## src/source/ccip_sniff_macros.svh

```systemverilog
//####################
// CCI-P sniffer sizing
// TID space, cache-line address width and the MMIO response
// timeout shared by the sniffer blocks
//####################

`ifndef CCIP_SNIFF_MACROS_SVH
`define CCIP_SNIFF_MACROS_SVH

// MMIO transaction id, one tracker slot per value
`define CCIP_TID_WIDTH 4
`define CCIP_NUM_TIDS (1 << `CCIP_TID_WIDTH)

// Cache-line granular address
`define CCIP_ADDR_WIDTH 42

// Cycles an MMIO read may stay open before it times out
`define MMIO_RSP_TIMEOUT 64
// Must hold MMIO_RSP_TIMEOUT itself
`define MMIO_TIMER_WIDTH 7

`endif

```

## src/source/ccip_hdr_pkg.sv

```systemverilog
//####################
// CCI-P header fields
// Request type, line length, VC select and address types
//####################

`default_nettype none

`include "ccip_sniff_macros.svh"

package ccip_hdr_pkg;

   // One encoding space for both request channels
   typedef enum logic [3:0] {
      WRLINE_I = 4'h0,
      WRLINE_M = 4'h1,
      WRFENCE  = 4'h4,
      RDLINE_I = 4'h8,
      RDLINE_S = 4'h9
   } t_ccip_req;

   // Encoded as lines minus one
   typedef enum logic [1:0] {
      CL_LEN_1 = 2'b00,
      CL_LEN_2 = 2'b01,
      CL_LEN_3 = 2'b10,
      CL_LEN_4 = 2'b11
   } t_ccip_cl_len;

   typedef enum logic [1:0] {
      VC_VA  = 2'b00,
      VC_VL0 = 2'b01,
      VC_VH0 = 2'b10,
      VC_VH1 = 2'b11
   } t_ccip_vc;

   typedef logic [`CCIP_ADDR_WIDTH-1:0] t_ccip_addr;

   // Legal C0 request
   function automatic logic is_read_req(t_ccip_req req);
      return req inside {RDLINE_S, RDLINE_I};
   endfunction

   // Data-carrying C1 request, fences excluded
   function automatic logic is_write_req(t_ccip_req req);
      return req inside {WRLINE_M, WRLINE_I};
   endfunction

endpackage

`default_nettype wire

```

## src/source/sniff_code_pkg.sv

```systemverilog
//####################
// Sniffer error codes
// Reported codes in priority order and the per-channel flag sets
//####################

`default_nettype none

package sniff_code_pkg;

   // Lower value wins when several rules break together
   typedef enum logic [4:0] {
      SNIFF_NO_ERROR         = 5'd0,
      C0_INVALID_REQTYPE     = 5'd1,
      C0_OVERFLOW            = 5'd2,
      C0_3CL_REQUEST         = 5'd3,
      C0_ADDRALIGN_2         = 5'd4,
      C0_ADDRALIGN_4         = 5'd5,
      C1_INVALID_REQTYPE     = 5'd6,
      C1_OVERFLOW            = 5'd7,
      C1_3CL_REQUEST         = 5'd8,
      C1_SOP_NOT_SET         = 5'd9,
      C1_ADDRALIGN_2         = 5'd10,
      C1_ADDRALIGN_4         = 5'd11,
      C1_SOP_SET_MCL         = 5'd12,
      C1_UNEXP_VCSEL         = 5'd13,
      C1_UNEXP_REQTYPE       = 5'd14,
      C1_UNEXP_ADDR          = 5'd15,
      C1_WRFENCE_IN_MCL      = 5'd16,
      MMIO_RDRSP_UNSOLICITED = 5'd17,
      MMIO_RDRSP_TIMEOUT     = 5'd18
   } sniff_code_t;

   // Read channel rule hits
   typedef struct packed {
      logic invalid_reqtype;
      logic overflow;
      logic req_3cl;
      logic addralign_2;
      logic addralign_4;
   } c0_flags_t;

   // Write channel rule hits, same order as the codes
   typedef struct packed {
      logic invalid_reqtype;
      logic overflow;
      logic req_3cl;
      logic sop_not_set;
      logic addralign_2;
      logic addralign_4;
      logic sop_set_mcl;
      logic unexp_vcsel;
      logic unexp_reqtype;
      logic unexp_addr;
      logic wrfence_in_mcl;
   } c1_flags_t;

endpackage

`default_nettype wire

```

## src/source/ccip_sniffer.sv

```systemverilog
//####################
// CCI-P sniffer top
// Channel interfaces, rule checkers, MMIO slot trackers and the
// error encoder
//####################

`timescale 1ns/1ps
`default_nettype none

`include "ccip_sniff_macros.svh"

// Read request channel
interface c0_tx_if;
   import ccip_hdr_pkg::*;
   logic         valid;
   t_ccip_req    req_type;
   t_ccip_cl_len cl_len;
   t_ccip_addr   address;
   logic         full;
   modport check  (input  valid, req_type, cl_len, address, full);
   modport source (output valid, req_type, cl_len, address, full);
endinterface

// Write request channel, adds SOP and VC
interface c1_tx_if;
   import ccip_hdr_pkg::*;
   logic         valid;
   logic         sop;
   t_ccip_req    req_type;
   t_ccip_cl_len cl_len;
   t_ccip_vc     vc_sel;
   t_ccip_addr   address;
   logic         full;
   modport check  (input  valid, sop, req_type, cl_len, vc_sel, address, full);
   modport source (output valid, sop, req_type, cl_len, vc_sel, address, full);
endinterface

module ccip_sniffer (
   input  logic                          clk,
   input  logic                          rst_n,
   input  logic                          c0_valid,
   input  ccip_hdr_pkg::t_ccip_req       c0_req_type,
   input  ccip_hdr_pkg::t_ccip_cl_len    c0_cl_len,
   input  ccip_hdr_pkg::t_ccip_addr      c0_address,
   input  logic                          c0_full,
   input  logic                          c1_valid,
   input  logic                          c1_sop,
   input  ccip_hdr_pkg::t_ccip_req       c1_req_type,
   input  ccip_hdr_pkg::t_ccip_cl_len    c1_cl_len,
   input  ccip_hdr_pkg::t_ccip_vc        c1_vc_sel,
   input  ccip_hdr_pkg::t_ccip_addr      c1_address,
   input  logic                          c1_full,
   input  logic                          mmio_req_valid,
   input  logic [`CCIP_TID_WIDTH-1:0]    mmio_req_tid,
   input  logic                          mmio_rsp_valid,
   input  logic [`CCIP_TID_WIDTH-1:0]    mmio_rsp_tid,
   output logic                          error_valid,
   output sniff_code_pkg::sniff_code_t   error_code
);

   import sniff_code_pkg::*;

   c0_flags_t                        c0_flags;
   c1_flags_t                        c1_flags;
   logic [`CCIP_NUM_TIDS-1:0]        push;
   logic [`CCIP_NUM_TIDS-1:0]        pop;
   logic [`CCIP_NUM_TIDS-1:0]        timeout;
   logic [`CCIP_NUM_TIDS-1:0]        unsolicited;

   c0_tx_if c0_if ();
   c1_tx_if c1_if ();

   // Plain ports onto the channel bundles
   assign c0_if.valid    = c0_valid;
   assign c0_if.req_type = c0_req_type;
   assign c0_if.cl_len   = c0_cl_len;
   assign c0_if.address  = c0_address;
   assign c0_if.full     = c0_full;
   assign c1_if.valid    = c1_valid;
   assign c1_if.sop      = c1_sop;
   assign c1_if.req_type = c1_req_type;
   assign c1_if.cl_len   = c1_cl_len;
   assign c1_if.vc_sel   = c1_vc_sel;
   assign c1_if.address  = c1_address;
   assign c1_if.full     = c1_full;

   c0_read_checker u_c0_chk (.tx(c0_if), .flags(c0_flags));

   c1_write_checker u_c1_chk (.clk, .rst_n, .tx(c1_if), .flags(c1_flags));

   mmio_tid_dispatch u_dispatch (
      .mmio_req_valid, .mmio_req_tid, .mmio_rsp_valid, .mmio_rsp_tid, .push, .pop
   );

   // One slot per TID
   for (genvar i = 0; i < `CCIP_NUM_TIDS; i++) begin : g_slot
      mmio_tid_tracker u_trk (
         .clk, .rst_n, .push(push[i]), .pop(pop[i]),
         .timeout(timeout[i]), .unsolicited(unsolicited[i])
      );
   end

   sniff_error_encoder u_enc (
      .clk, .rst_n, .c0_flags, .c1_flags, .timeout, .unsolicited,
      .error_valid, .error_code
   );

endmodule

`default_nettype wire

```

## src/source/c0_read_checker.sv

```systemverilog
//####################
// C0 read checker
// Per-beat rule checks on read requests
//####################

`timescale 1ns/1ps
`default_nettype none

module c0_read_checker (
   c0_tx_if.check tx,
   output sniff_code_pkg::c0_flags_t flags
);

   import ccip_hdr_pkg::*;

   logic is_read;
   logic rd_beat;

   assign is_read = is_read_req(tx.req_type);
   assign rd_beat = tx.valid && is_read;

   always_comb begin
      flags = '0;

      // Anything but a read line on C0
      flags.invalid_reqtype = tx.valid && !is_read;

      // Full is only watched, the beat still counts
      flags.overflow = tx.valid && tx.full;

      // Length checks only make sense on a real read
      if (rd_beat) begin
         flags.req_3cl = (tx.cl_len == CL_LEN_3);

         // 2-line burst on an even line
         flags.addralign_2 = (tx.cl_len == CL_LEN_2) && tx.address[0];

         // 4-line burst on a 4-line boundary
         flags.addralign_4 = (tx.cl_len == CL_LEN_4) &&
                             (tx.address[1:0] != 2'b00);
      end
   end

endmodule

`default_nettype wire

```

## src/source/c1_write_checker.sv

```systemverilog
//####################
// C1 write checker
// Tracks multi-line write bursts and checks every write beat
// against the SOP beat of its burst
//####################

`timescale 1ns/1ps
`default_nettype none

module c1_write_checker (
   input  logic clk,
   input  logic rst_n,
   c1_tx_if.check tx,
   output sniff_code_pkg::c1_flags_t flags
);

   import ccip_hdr_pkg::*;

   // State value is also the beat index inside the burst
   typedef enum logic [1:0] {
      ST_FIRST = 2'd0,
      ST_BEAT2 = 2'd1,
      ST_BEAT3 = 2'd2,
      ST_BEAT4 = 2'd3
   } c1_state_t;

   c1_state_t state;
   c1_state_t state_nxt;

   // Fields of the SOP beat
   logic [1:0]   base_addr_low2;
   t_ccip_vc     base_vc;
   t_ccip_req    base_req;
   t_ccip_cl_len base_len;

   logic       is_wr;
   logic       is_fence;
   logic       wr_beat;
   logic       fence_beat;
   logic       start_burst;
   logic [1:0] exp_addr_low2;

   assign is_wr       = is_write_req(tx.req_type);
   assign is_fence    = (tx.req_type == WRFENCE);
   assign wr_beat     = tx.valid && is_wr;
   assign fence_beat  = tx.valid && is_fence;
   assign start_burst = (state == ST_FIRST) && wr_beat && tx.sop &&
                        (tx.cl_len inside {CL_LEN_2, CL_LEN_4});

   // Base line plus beat index, wraps in two bits
   assign exp_addr_low2 = base_addr_low2 + state;

   always_comb begin
      flags = '0;
      flags.invalid_reqtype = tx.valid && !is_wr && !is_fence;
      flags.overflow        = tx.valid && tx.full;

      if (state == ST_FIRST) begin
         // Opening beat of a burst or a lone write
         if (wr_beat) begin
            flags.sop_not_set = !tx.sop;
            flags.req_3cl     = (tx.cl_len == CL_LEN_3);
            flags.addralign_2 = (tx.cl_len == CL_LEN_2) && tx.address[0];
            flags.addralign_4 = (tx.cl_len == CL_LEN_4) &&
                                (tx.address[1:0] != 2'b00);
         end
      end else begin
         // Follow-on beats must match the SOP beat
         if (wr_beat) begin
            flags.sop_set_mcl   = tx.sop;
            flags.unexp_vcsel   = (tx.vc_sel != base_vc);
            flags.unexp_reqtype = (tx.req_type != base_req);
            flags.unexp_addr    = (tx.address[1:0] != exp_addr_low2);
         end
         flags.wrfence_in_mcl = fence_beat;
      end
   end

   // Only write beats move the burst along
   always_comb begin
      state_nxt = state;
      case (state)
         ST_FIRST: if (start_burst) state_nxt = ST_BEAT2;
         ST_BEAT2: begin
            if (wr_beat) begin
               state_nxt = (base_len == CL_LEN_2) ? ST_FIRST : ST_BEAT3;
            end
         end
         ST_BEAT3: if (wr_beat) state_nxt = ST_BEAT4;
         default:  if (wr_beat) state_nxt = ST_FIRST;
      endcase
   end

   always_ff @(posedge clk or negedge rst_n) begin
      if (!rst_n) begin
         state <= ST_FIRST;
      end else begin
         state <= state_nxt;
      end
   end

   // Snapshot at the SOP beat
   always_ff @(posedge clk) begin
      if (start_burst) begin
         base_addr_low2 <= tx.address[1:0];
         base_vc        <= tx.vc_sel;
         base_req       <= tx.req_type;
         base_len       <= tx.cl_len;
      end
   end

endmodule

`default_nettype wire

```

## src/source/mmio_tid_dispatch.sv

```systemverilog
//####################
// MMIO TID dispatch
// Turns request and response TIDs into one-hot slot strobes
//####################

`timescale 1ns/1ps
`default_nettype none

`include "ccip_sniff_macros.svh"

module mmio_tid_dispatch (
   input  logic                          mmio_req_valid,
   input  logic [`CCIP_TID_WIDTH-1:0]    mmio_req_tid,
   input  logic                          mmio_rsp_valid,
   input  logic [`CCIP_TID_WIDTH-1:0]    mmio_rsp_tid,
   output logic [`CCIP_NUM_TIDS-1:0]     push,
   output logic [`CCIP_NUM_TIDS-1:0]     pop
);

   always_comb begin
      push = '0;
      pop  = '0;

      // Request opens its slot
      if (mmio_req_valid) push[mmio_req_tid] = 1'b1;

      // Response closes its slot
      if (mmio_rsp_valid) pop[mmio_rsp_tid] = 1'b1;
   end

endmodule

`default_nettype wire

```

## src/source/mmio_tid_tracker.sv

```systemverilog
//####################
// MMIO TID tracker
// One outstanding-read slot with a response timer
//####################

`timescale 1ns/1ps
`default_nettype none

`include "ccip_sniff_macros.svh"

module mmio_tid_tracker (
   input  logic clk,
   input  logic rst_n,
   input  logic push,
   input  logic pop,
   output logic timeout,
   output logic unsolicited
);

   logic                         active;
   logic                         fired;
   logic [`MMIO_TIMER_WIDTH-1:0] timer;

   always_ff @(posedge clk or negedge rst_n) begin
      if (!rst_n) begin
         active <= 1'b0;
         fired  <= 1'b0;
         timer  <= '0;
      end else if (push) begin
         // New request restarts the slot, even over a pop
         active <= 1'b1;
         fired  <= 1'b0;
         timer  <= '0;
      end else begin
         if (pop) active <= 1'b0;
         if (timeout) fired <= 1'b1;
         // Saturates at the limit
         if (active && (timer < `MMIO_RSP_TIMEOUT)) timer <= timer + 1'b1;
      end
   end

   // Single pulse at the limit, slot stays open
   assign timeout = active && !fired && (timer == `MMIO_RSP_TIMEOUT);

   // Response with nothing outstanding
   assign unsolicited = pop && !active;

endmodule

`default_nettype wire

```

## src/source/sniff_error_encoder.sv

```systemverilog
//####################
// Sniffer error encoder
// Priority pick over all rule flags, one register stage
//####################

`timescale 1ns/1ps
`default_nettype none

`include "ccip_sniff_macros.svh"

module sniff_error_encoder (
   input  logic                             clk,
   input  logic                             rst_n,
   input  sniff_code_pkg::c0_flags_t        c0_flags,
   input  sniff_code_pkg::c1_flags_t        c1_flags,
   input  logic [`CCIP_NUM_TIDS-1:0]        timeout,
   input  logic [`CCIP_NUM_TIDS-1:0]        unsolicited,
   output logic                             error_valid,
   output sniff_code_pkg::sniff_code_t      error_code
);

   import sniff_code_pkg::*;

   sniff_code_t code_nxt;

   // First hit in code order wins
   always_comb begin
      code_nxt = SNIFF_NO_ERROR;
      if (c0_flags.invalid_reqtype)     code_nxt = C0_INVALID_REQTYPE;
      else if (c0_flags.overflow)       code_nxt = C0_OVERFLOW;
      else if (c0_flags.req_3cl)        code_nxt = C0_3CL_REQUEST;
      else if (c0_flags.addralign_2)    code_nxt = C0_ADDRALIGN_2;
      else if (c0_flags.addralign_4)    code_nxt = C0_ADDRALIGN_4;
      else if (c1_flags.invalid_reqtype) code_nxt = C1_INVALID_REQTYPE;
      else if (c1_flags.overflow)       code_nxt = C1_OVERFLOW;
      else if (c1_flags.req_3cl)        code_nxt = C1_3CL_REQUEST;
      else if (c1_flags.sop_not_set)    code_nxt = C1_SOP_NOT_SET;
      else if (c1_flags.addralign_2)    code_nxt = C1_ADDRALIGN_2;
      else if (c1_flags.addralign_4)    code_nxt = C1_ADDRALIGN_4;
      else if (c1_flags.sop_set_mcl)    code_nxt = C1_SOP_SET_MCL;
      else if (c1_flags.unexp_vcsel)    code_nxt = C1_UNEXP_VCSEL;
      else if (c1_flags.unexp_reqtype)  code_nxt = C1_UNEXP_REQTYPE;
      else if (c1_flags.unexp_addr)     code_nxt = C1_UNEXP_ADDR;
      else if (c1_flags.wrfence_in_mcl) code_nxt = C1_WRFENCE_IN_MCL;
      // Any slot counts, TID is not reported
      else if (|unsolicited)            code_nxt = MMIO_RDRSP_UNSOLICITED;
      else if (|timeout)                code_nxt = MMIO_RDRSP_TIMEOUT;
   end

   always_ff @(posedge clk or negedge rst_n) begin
      if (!rst_n) begin
         error_valid <= 1'b0;
         error_code  <= SNIFF_NO_ERROR;
      end else begin
         error_valid <= (code_nxt != SNIFF_NO_ERROR);
         error_code  <= code_nxt;
      end
   end

endmodule

`default_nettype wire

```

## config.mk

```make
export PLATFORM = sky130hd
export DESIGN_NAME = ccip_sniffer
export DESIGN_NICKNAME = d
export VERILOG_FILES = /design/src/source/ccip_hdr_pkg.sv /design/src/source/sniff_code_pkg.sv /design/src/source/ccip_sniffer.sv /design/src/source/c0_read_checker.sv /design/src/source/c1_write_checker.sv /design/src/source/mmio_tid_dispatch.sv /design/src/source/mmio_tid_tracker.sv /design/src/source/sniff_error_encoder.sv
export VERILOG_INCLUDE_DIRS = /design/src /design/src/source
export SDC_FILE = /design/constraint.sdc
export NUM_CORES = 1
export LEC_CHECK = 0
export ABC_AREA = 0
export CAP_MARGIN = 40
export CORE_MARGIN = 3
export CORE_UTILIZATION = 42
export DETAILED_ROUTE_END_ITERATION = 8
export DONT_BUFFER_PORTS = 1
export MAX_ROUTING_LAYER = met4
export RECOVER_POWER = 50
export SYNTH_ARGS = -nofsm -noshare
export SYNTH_HDL_FRONTEND = slang
export SYNTH_SLANG_ARGS = --single-unit
```

## constraint.sdc

```tcl
create_clock -name clk -period 2.39 [get_ports clk]
set_input_delay 0.239 -clock clk [delete_from_list [all_inputs] [get_ports clk]]
set_output_delay 0.239 -clock clk [all_outputs]
set_load 0.005 [all_outputs]
```

### Word-level counts from Yosys, hierarchy flattened

Cells that the tools add are included.

| operators by class | value |
|---|---|
| add/subtract/negate cells | 17 |
| $lt $le $gt $ge | 20 |
| equal/unequal tests | 35 |
| muxes and demuxes | 131 |
| reduce and logical (&&, ||, !) cells | 177 |

Operators with widths:

| operator | count |
|---|---|
| $mux W7 | 32 |
| $add A7 B1 Y7 const B | 16 |
| $eq A7 B7 Y1 const B | 16 |
| $lt A7 B7 Y1 const B | 16 |
| $reduce_bool A2 Y1 | 54 |
| $mux W5 | 19 |
| $logic_and A1 B1 Y1 | 81 |
| $mux W1 | 66 |
| $logic_not A1 Y1 | 36 |
| $mux W16 | 2 |
| $reduce_or A16 Y1 | 2 |
| $mux W4 | 3 |
| $eq A2 B2 Y1 const B | 5 |
| $lt A4 B5 Y1 const B | 2 |
| $mux W2 | 5 |
| $demux W1 S4 | 2 |
| $eq A2 B1 Y1 const B | 4 |
| $eq A4 B4 Y1 const B | 2 |
| $ge A4 B1 Y1 const B | 2 |
| $ne A2 B1 Y1 const B | 3 |
| $pmux W2 S3 | 1 |
| $reduce_bool A5 Y1 | 1 |
| $eq A4 B1 Y1 const B | 1 |
| $eq A4 B3 Y1 const B | 1 |
| other kinds (7) | 8 |

| storage, ports and cells | value |
|---|---|
| flip-flop bits (word level) | 162 |
| output and inout port bits | 6 |

### Depth between registers and ports, before layout

| depth | value |
|---|---|
| depth after elaboration | 25 |
| gate-level depth with buffers | 8 |

### Modules after synthesis

A second synthesis with hierarchy kept.

| unflattened totals | value |
|---|---|
| cells, all modules | 884 |
| area total of the unflattened synthesis | 8911.0 um^2 |

By module, submodules not included:

| module | instances | cells each | area an instance (um^2) |
|---|---|---|---|
| mmio_tid_tracker | 16 | 45 | 466.7 |
| c1_write_checker | 1 | 51 | 641.9 |
| sniff_error_encoder | 1 | 58 | 483.0 |
| mmio_tid_dispatch | 1 | 46 | 235.2 |
| c0_read_checker | 1 | 9 | 83.8 |

### Worst setup path after synthesis

No wires, ideal clock.

| timing | value |
|---|---|
| path type | in2reg |
| start point | input port mmio_rsp_tid[1] |
| end point | register u_enc.error_valid |
| setup time | 137 ps |
| arrival time | 1816 ps |
| data required time | 2253 ps |
| slack | 437 ps |
| cell stages on the path | 7 |
| buffers on the path | 1 |
| path through | buf_4 -> mux2i_1 -> a221o_1 -> and3_4 -> or3b_1 -> or3_1 -> nand3b_1 |

| on the way | value |
|---|---|
| longest elaborated chain between the ends | 25 |
| elaborated cells between the ends (all ways) | 41 |
| classes of those cells | 2 x order compare; 20 x mux; 19 x reduce/logical |

RTL lines:

| item | line | source |
|---|---|---|
| from (decl) | ccip_sniffer.sv:56 | `` input logic [`CCIP_TID_WIDTH-1:0] mmio_rsp_tid, `` |
| $lt A4 B5 Y1 (not written as such) or $ge A4 B1 Y1 (tied branches) | mmio_tid_dispatch.sv:28 | `if (mmio_rsp_valid) pop[mmio_rsp_tid] = 1'b1;` |
| $logic_and A1 B1 Y1 (not written as such) | mmio_tid_dispatch.sv:28 |  |
| $mux W1 (not written as such) | mmio_tid_dispatch.sv:28 |  |
| $demux W1 S4 * | -- |  |
| $mux W16 * | mmio_tid_dispatch.sv:28 |  |
| $logic_and A1 B1 Y1 | mmio_tid_tracker.sv:46 | `assign unsolicited = pop && !active;` |
| $reduce_or A16 Y1 * | sniff_error_encoder.sv:46 | `else if (\|unsolicited) code_nxt = MMIO_RDRSP_UNSOLICITED;` |
| $mux W5 * | sniff_error_encoder.sv:46 |  |
| [9 not listed] | -- |  |
| $mux W5 * | sniff_error_encoder.sv:35 | `else if (c1_flags.overflow) code_nxt = C1_OVERFLOW;` |
| $mux W5 * | sniff_error_encoder.sv:34 | `else if (c1_flags.invalid_reqtype) code_nxt = C1_INVALID_REQTYPE;` |
| $mux W5 * | sniff_error_encoder.sv:33 | `else if (c0_flags.addralign_4) code_nxt = C0_ADDRALIGN_4;` |
| $mux W5 * | sniff_error_encoder.sv:32 | `else if (c0_flags.addralign_2) code_nxt = C0_ADDRALIGN_2;` |
| $mux W5 * | sniff_error_encoder.sv:31 | `else if (c0_flags.req_3cl) code_nxt = C0_3CL_REQUEST;` |
| $mux W5 * | sniff_error_encoder.sv:30 | `else if (c0_flags.overflow) code_nxt = C0_OVERFLOW;` |
| $mux W5 * | sniff_error_encoder.sv:29 | `if (c0_flags.invalid_reqtype) code_nxt = C0_INVALID_REQTYPE;` |
| $reduce_bool A5 Y1 * | sniff_error_encoder.sv:55 | `error_valid <= (code_nxt != SNIFF_NO_ERROR);` |
| to (signal assigned) | sniff_error_encoder.sv:55 |  |
| to (decl) | sniff_error_encoder.sv:18 | `output logic error_valid,` |

Mark *: on every way between the ends. The rest lies on a longest branch, timed or not.
A chain may end at the register's enable or synchronous reset.

### Worst setup path after layout

| timing | value |
|---|---|
| start point | register g_slot[15].u_trk.timer[2] |
| end point | register u_enc.error_code[1] |

| on the way | value |
|---|---|
| longest elaborated chain between the ends | 21 |

RTL lines:

| item | line | source |
|---|---|---|
| from (decl) | mmio_tid_tracker.sv:22 | `` logic [`MMIO_TIMER_WIDTH-1:0] timer; `` |
| from (signal assigned) | mmio_tid_tracker.sv:38 | `` if (active && (timer < `MMIO_RSP_TIMEOUT)) timer <= timer + 1'b1; `` |
| $eq A7 B7 Y1 (no source line) | -- |  |
| $logic_and A1 B1 Y1 | mmio_tid_tracker.sv:43 | `` assign timeout = active && !fired && (timer == `MMIO_RSP_TIMEOUT); `` |
| $reduce_or A16 Y1 | sniff_error_encoder.sv:47 | `else if (\|timeout) code_nxt = MMIO_RDRSP_TIMEOUT;` |
| $mux W5 | sniff_error_encoder.sv:47 |  |
| $mux W5 | sniff_error_encoder.sv:46 |  |
| $mux W5 | sniff_error_encoder.sv:44 | `else if (c1_flags.wrfence_in_mcl) code_nxt = C1_WRFENCE_IN_MCL;` |
| $mux W5 | sniff_error_encoder.sv:43 | `else if (c1_flags.unexp_addr) code_nxt = C1_UNEXP_ADDR;` |
| $mux W5 | sniff_error_encoder.sv:42 | `else if (c1_flags.unexp_reqtype) code_nxt = C1_UNEXP_REQTYPE;` |
| [6 not listed] | -- |  |
| $mux W5 | sniff_error_encoder.sv:35 |  |
| $mux W5 | sniff_error_encoder.sv:34 |  |
| $mux W5 | sniff_error_encoder.sv:33 |  |
| $mux W5 | sniff_error_encoder.sv:32 |  |
| $mux W5 | sniff_error_encoder.sv:31 |  |
| $mux W5 | sniff_error_encoder.sv:30 |  |
| $mux W5 | sniff_error_encoder.sv:29 |  |
| named net u_enc.code_nxt[1] | sniff_error_encoder.sv:24 | `sniff_code_t code_nxt;` |
| to (signal assigned) | sniff_error_encoder.sv:56 | `error_code <= code_nxt;` |
| to (decl) | sniff_error_encoder.sv:19 | `output sniff_code_pkg::sniff_code_t error_code` |

The timed path passes the listed nets, and every way through them passes these cells.

==> qor.json <==
{
  "post-dp-hpwl": {"value": 11160, "unit": "um"},
  "initial_utilization": {"value": 43.23, "unit": "%"},
  "post_synth_mux_area_share": {"value": 0.9193, "unit": "%"},
  "share_clk_of_total_power": {"value": 26.1, "unit": "%"},
  "cts_buf_count": {"value": 17},
  "edff_count_synth": {"value": 10},
  "fin_crit": {"value": 2.218, "unit": "ns"},
  "worstSkewPairLatency": {"value": 0.43, "unit": "ns"},
  "yosys.area_share.adder": {"value": 5.056, "unit": "%"},
  "relative_contribution_of_sequential_cells_to_total_power": {"value": 48.4, "unit": "%"},
  "overall_die_width": {"value": 145.4, "unit": "um"},
  "placed_area": {"value": 8541, "unit": "um^2"},
  "synth_warnings": {"value": 0},
  "postSynthRegisterBits": {"value": 162},
  "drt_drc_violations_left": {"value": 0},
  "antenna_left": {"value": 0},
  "endpoint_kind": {"value": "register"},
  "tns": {"value": 0, "unit": "ns"},
  "die_h": {"value": 145.4, "unit": "um"},
  "max-clock-path-buffers": {"value": 2},
  "cts_max_level": {"value": 4},
  "gr-max-usage-layer": {"value": "met2"},
  "synthSimpleGateAreaFrac": {"value": 24.02, "unit": "%"},
  "antenna-diode-count": {"value": 0},
  "synth_top_family_by_area": {"value": "simple AND/OR/NAND/NOR gates"},
  "report.final.hold_viol_count": {"value": 152},
  "grt_max_degree": {"value": 153},
  "final.period_utilization": {"value": 92.81, "unit": "%"},
  "wl": {"value": 16150, "unit": "um"},
  "crit_path_max_incr_delay": {"value": 0.68, "unit": "ns"},
  "cpMaxStageDelayCell": {"value": "or4b_2"},
  "power_density_relative_to_cell_area": {"value": 1091, "unit": "nW/um^2"},
  "mostFrequentLayoutCells": {"value": "nor2_1, dfrtp_1, nand2_1"},
  "cts_repair_resize_count": {"value": 0},
  "timing.fmax": {"value": 450.8, "unit": "MHz"},
  "largest_fanout_of_any_net_on_the_critical_path": {"value": 4},
  "power": {"value": 10.05, "unit": "mW"},
  "tritoncts": {"value": "built"},
  "layout.cell_area.non_filler": {"value": 9213, "unit": "um^2"},
  "ctsRootBufferMaster": {"value": "clkbuf_16"},
  "syn-cell-area": {"value": 8167, "unit": "um^2"},
  "skew": {"value": 0.009566, "unit": "ns"},
  "worst-endpoint-required": {"value": 2.72, "unit": "ns"},
  "floorplan.die_area": {"value": 21150, "unit": "um^2"},
  "synth_top_flop_cell": {"value": "dfrtp_1"},
  "power_frac_comb": {"value": 25.5, "unit": "%"},
  "slew_violations": {"value": 0},
  "clock-sinks": {"value": 162},
  "global_route.usage.met1": {"value": 22.59, "unit": "%"},
  "vias_in_the_first_global_route": {"value": 5719},
  "io-pin-count": {"value": 121},
  "hp-class": {"value": "in -> async"},
  "fillers": {"value": 1783},
  "grt_util_all_layers": {"value": 16.43, "unit": "%"},
  "critical_path_class": {"value": "reg -> reg"},
  "finalSetupViolations": {"value": 0},
  "power_switching_share": {"value": 33.78, "unit": "%"},
  "gr-usage-met2": {"value": 24.40, "unit": "%"},
  "port_buffers": {"value": 0},
  "buffers_inserted_during_post_cts_setup_optimization": {"value": 0},
  "postSynthCellCount": {"value": 846},
  "critical_path.cell_chain": {"value": "or4b_2, nor4_1, nor4_1, buf_4, nand3_1, o21bai_1, a211oi_1"},
  "grt_setup_unrepaired": {"value": "false"},
  "globalplace.congestion": {"value": 0.7858},
  "total_switching_power": {"value": 3.395, "unit": "mW"},
  "slew_margin_rel": {"value": 58.89, "unit": "%"},
  "internal_power": {"value": 6.657, "unit": "mW"},
  "drv_cap": {"value": 0},
  "post_synth_xor_area_fraction": {"value": 8.365, "unit": "%"},
  "final_core_util": {"value": 48.76, "unit": "%"},
  "crit_arrival": {"value": 2.55, "unit": "ns"},
  "synth.yosys.seq_area_share": {"value": 50.25, "unit": "%"},
  "wl_per_cell": {"value": 14.01, "unit": "um"},
  "timing.critical_path.mode_cell": {"value": "nor4_1"},
  "kind_of_launch_point_of_the_worst_setup_path": {"value": "register"},
  "drt_iter0_drc": {"value": 305},
  "grt_antenna_before_repair": {"value": 0},
  "synth.avg_cell_area": {"value": 9.653, "unit": "um^2"},
  "nNetsFinal": {"value": 1028},
  "critical-path-top-delay-family": {"value": "simple AND/OR/NAND/NOR gates"},
  "synth_nets": {"value": 994},
  "cts.clk_slew.worst_paths": {"value": 0.06, "unit": "ns"},
  "status": {"value": "finished, violations left"},
  "share_of_the_synthesized_area_in_compound_gates_ao_oa_aoi_oai": {"value": 8.901, "unit": "%"},
  "layout-area-overhead-vs-synth": {"value": 12.81, "unit": "%"},
  "fp.coreArea": {"value": 18890, "unit": "um^2"},
  "hold_ws": {"value": -0.4981, "unit": "ns"},
  "layout.cells.most_common": {"value": "nor2_1"},
  "synth_cell_type_count": {"value": 60},
  "drive_above_1_share": {"value": 6.047, "unit": "%"},
  "postCtsHoldBufs": {"value": 11},
  "grt_first_pass_wirelength": {"value": 27970, "unit": "um"},
  "final_cells": {"value": 1153},
  "core.rowCount": {"value": 50},
  "firstDrtPassIters": {"value": 4},
  "globalRouteOverflowTotal": {"value": 0},
  "leakage": {"value": 4.048, "unit": "nW"},
  "crit_buf_inv": {"value": 1},
  "route.vias.total": {"value": 5862},
  "ir_worst_vdd": {"value": 589.1, "unit": "uV"},
  "route.detailed.vias_per_inst": {"value": 5.084},
  "placedCellCount": {"value": 1110},
  "failed_checks": {"value": "hold timing"},
  "synthArstFlopShare": {"value": 93.83, "unit": "%"},
  "worst-slew-pin-transition": {"value": 0.6143, "unit": "ns"},
  "groute.layer.met3.usage": {"value": 4.173, "unit": "%"}
}
worst paths after layout:
path / slack [ns] / endpoint / depth (start not counted) / startpoint
setup / recovery: 0.17 / u_enc.error_code[1] / 7 / g_slot[15].u_trk.timer[2]
hold / removal: -0.50 / u_c1_chk.state[0] / 0 / rst_n
setup reg to reg: 0.17 / u_enc.error_code[1] / 7 / g_slot[15].u_trk.timer[2]
hold reg to reg: 0.49 / g_slot[7].u_trk.fired / 2 / g_slot[7].u_trk.fired
max in group asynchronous: 2.58 / g_slot[4].u_trk.active / 0 / rst_n
min in group clk: 0.05 / u_enc.error_code[0] / 2 / c0_valid
cells in the mapped netlist (all sizes together) (3+ instances only):
master  count  area [um^2]
nor3b       4        30.03
o21ai      42        210.2
nand4b      7        61.31
clkbuf      6        22.52
xor2       48        420.4
nand4      28        175.2
or3b        4        35.04
nand2      58        217.7
nor2      185        694.4
nand3b      5        37.54
and3       17        111.4
inv        41        153.9
nor2b      17        106.4
nor4        4        25.02
mux2i       3        30.03
xnor2      30        262.8
a41oi       9        78.83
ha         33        412.9
or3        14        87.58
and4b       6        60.06
o22a        5        43.79
buf         3        26.27
nand3      11        55.05
nand2b      9        56.30
nor4bb      5        50.05
edfxtp     10        300.3
or4         6        45.04
nor3        9        45.04
a21oi      41        205.2
dfrtp     152         3804
per-stage QoR:
step / setup WS, ns / hold slack [ns]
after floorplan: 0.4369 / -0.05659
after global placement: 0.2329 / -0.05271
after detailed placement: 0.2072 / -0.05335
after CTS: 0.1883 / -0.5151
after global routing: 0.02570 / -0.5205
final: 0.1718 / -0.4981
power groups by stage:
stage / Sequential [mW] / Clock [mW] / Combinational [mW]
finish: 4.86 / 2.62 / 2.57
global route: 5.06 / 2.81 / 3.06
CTS: 4.86 / 2.69 / 2.61
detailed placement: 4.88 / 0 / 2.58
global placement: 4.89 / 0 / 2.50
floorplan: 4.65 / 0 / 2.15
per-layer routing:
| metal | vias to the layer above | part of all wire (%) | wire length (um) |
|---|---|---|---|
| met2 | 69 | 45 | 7337 |
| li1 | 2994 | - | - |
| met4 | 0 | 0.87 | 141 |
| met1 | 2786 | 49 | 7966 |
| met3 | 13 | 4.4 | 707 |
| met5 | - | 0 | 0 |
cell type report:
type                    count  area [um^2]  share of cell area (%)
well taps                 260        325.3                   3.531
repair buffers             24        207.7                   2.255
flip-flops and latches    162         4104                   44.55
inverters                  41        153.9                   1.671
multi-input cells         634         3860                   41.90
clock inverters            12        115.1                   1.249
clock buffers              20        446.7                   4.849
state kept, by name, summed over array words and instances (netlist names):
register and flops:
g_slot.u_trk.active 16, g_slot.u_trk.fired 16, g_slot.u_trk.timer 112, u_c1_chk.base_addr_low2 2, u_c1_chk.base_len 2, u_c1_chk.base_req 4
u_c1_chk.base_vc 2, u_c1_chk.state 2, u_enc.error_code 5, u_enc.error_valid 1
logic make-up (layout without fill, tap and decap cells):
logic type | Yosys count | after routing
buffers and inverters | 50 | 97
AO/OA/AOI/OAI | 120 | 120
adder cells (fa/ha/maj) | 33 | 33
XOR/XNOR | 78 | 78
multiplexers | 6 | 6
flip-flops | 162 | 162
AND/OR/NAND/NOR | 397 | 397
No activity file was read; power rests on OpenSTA's default activity.
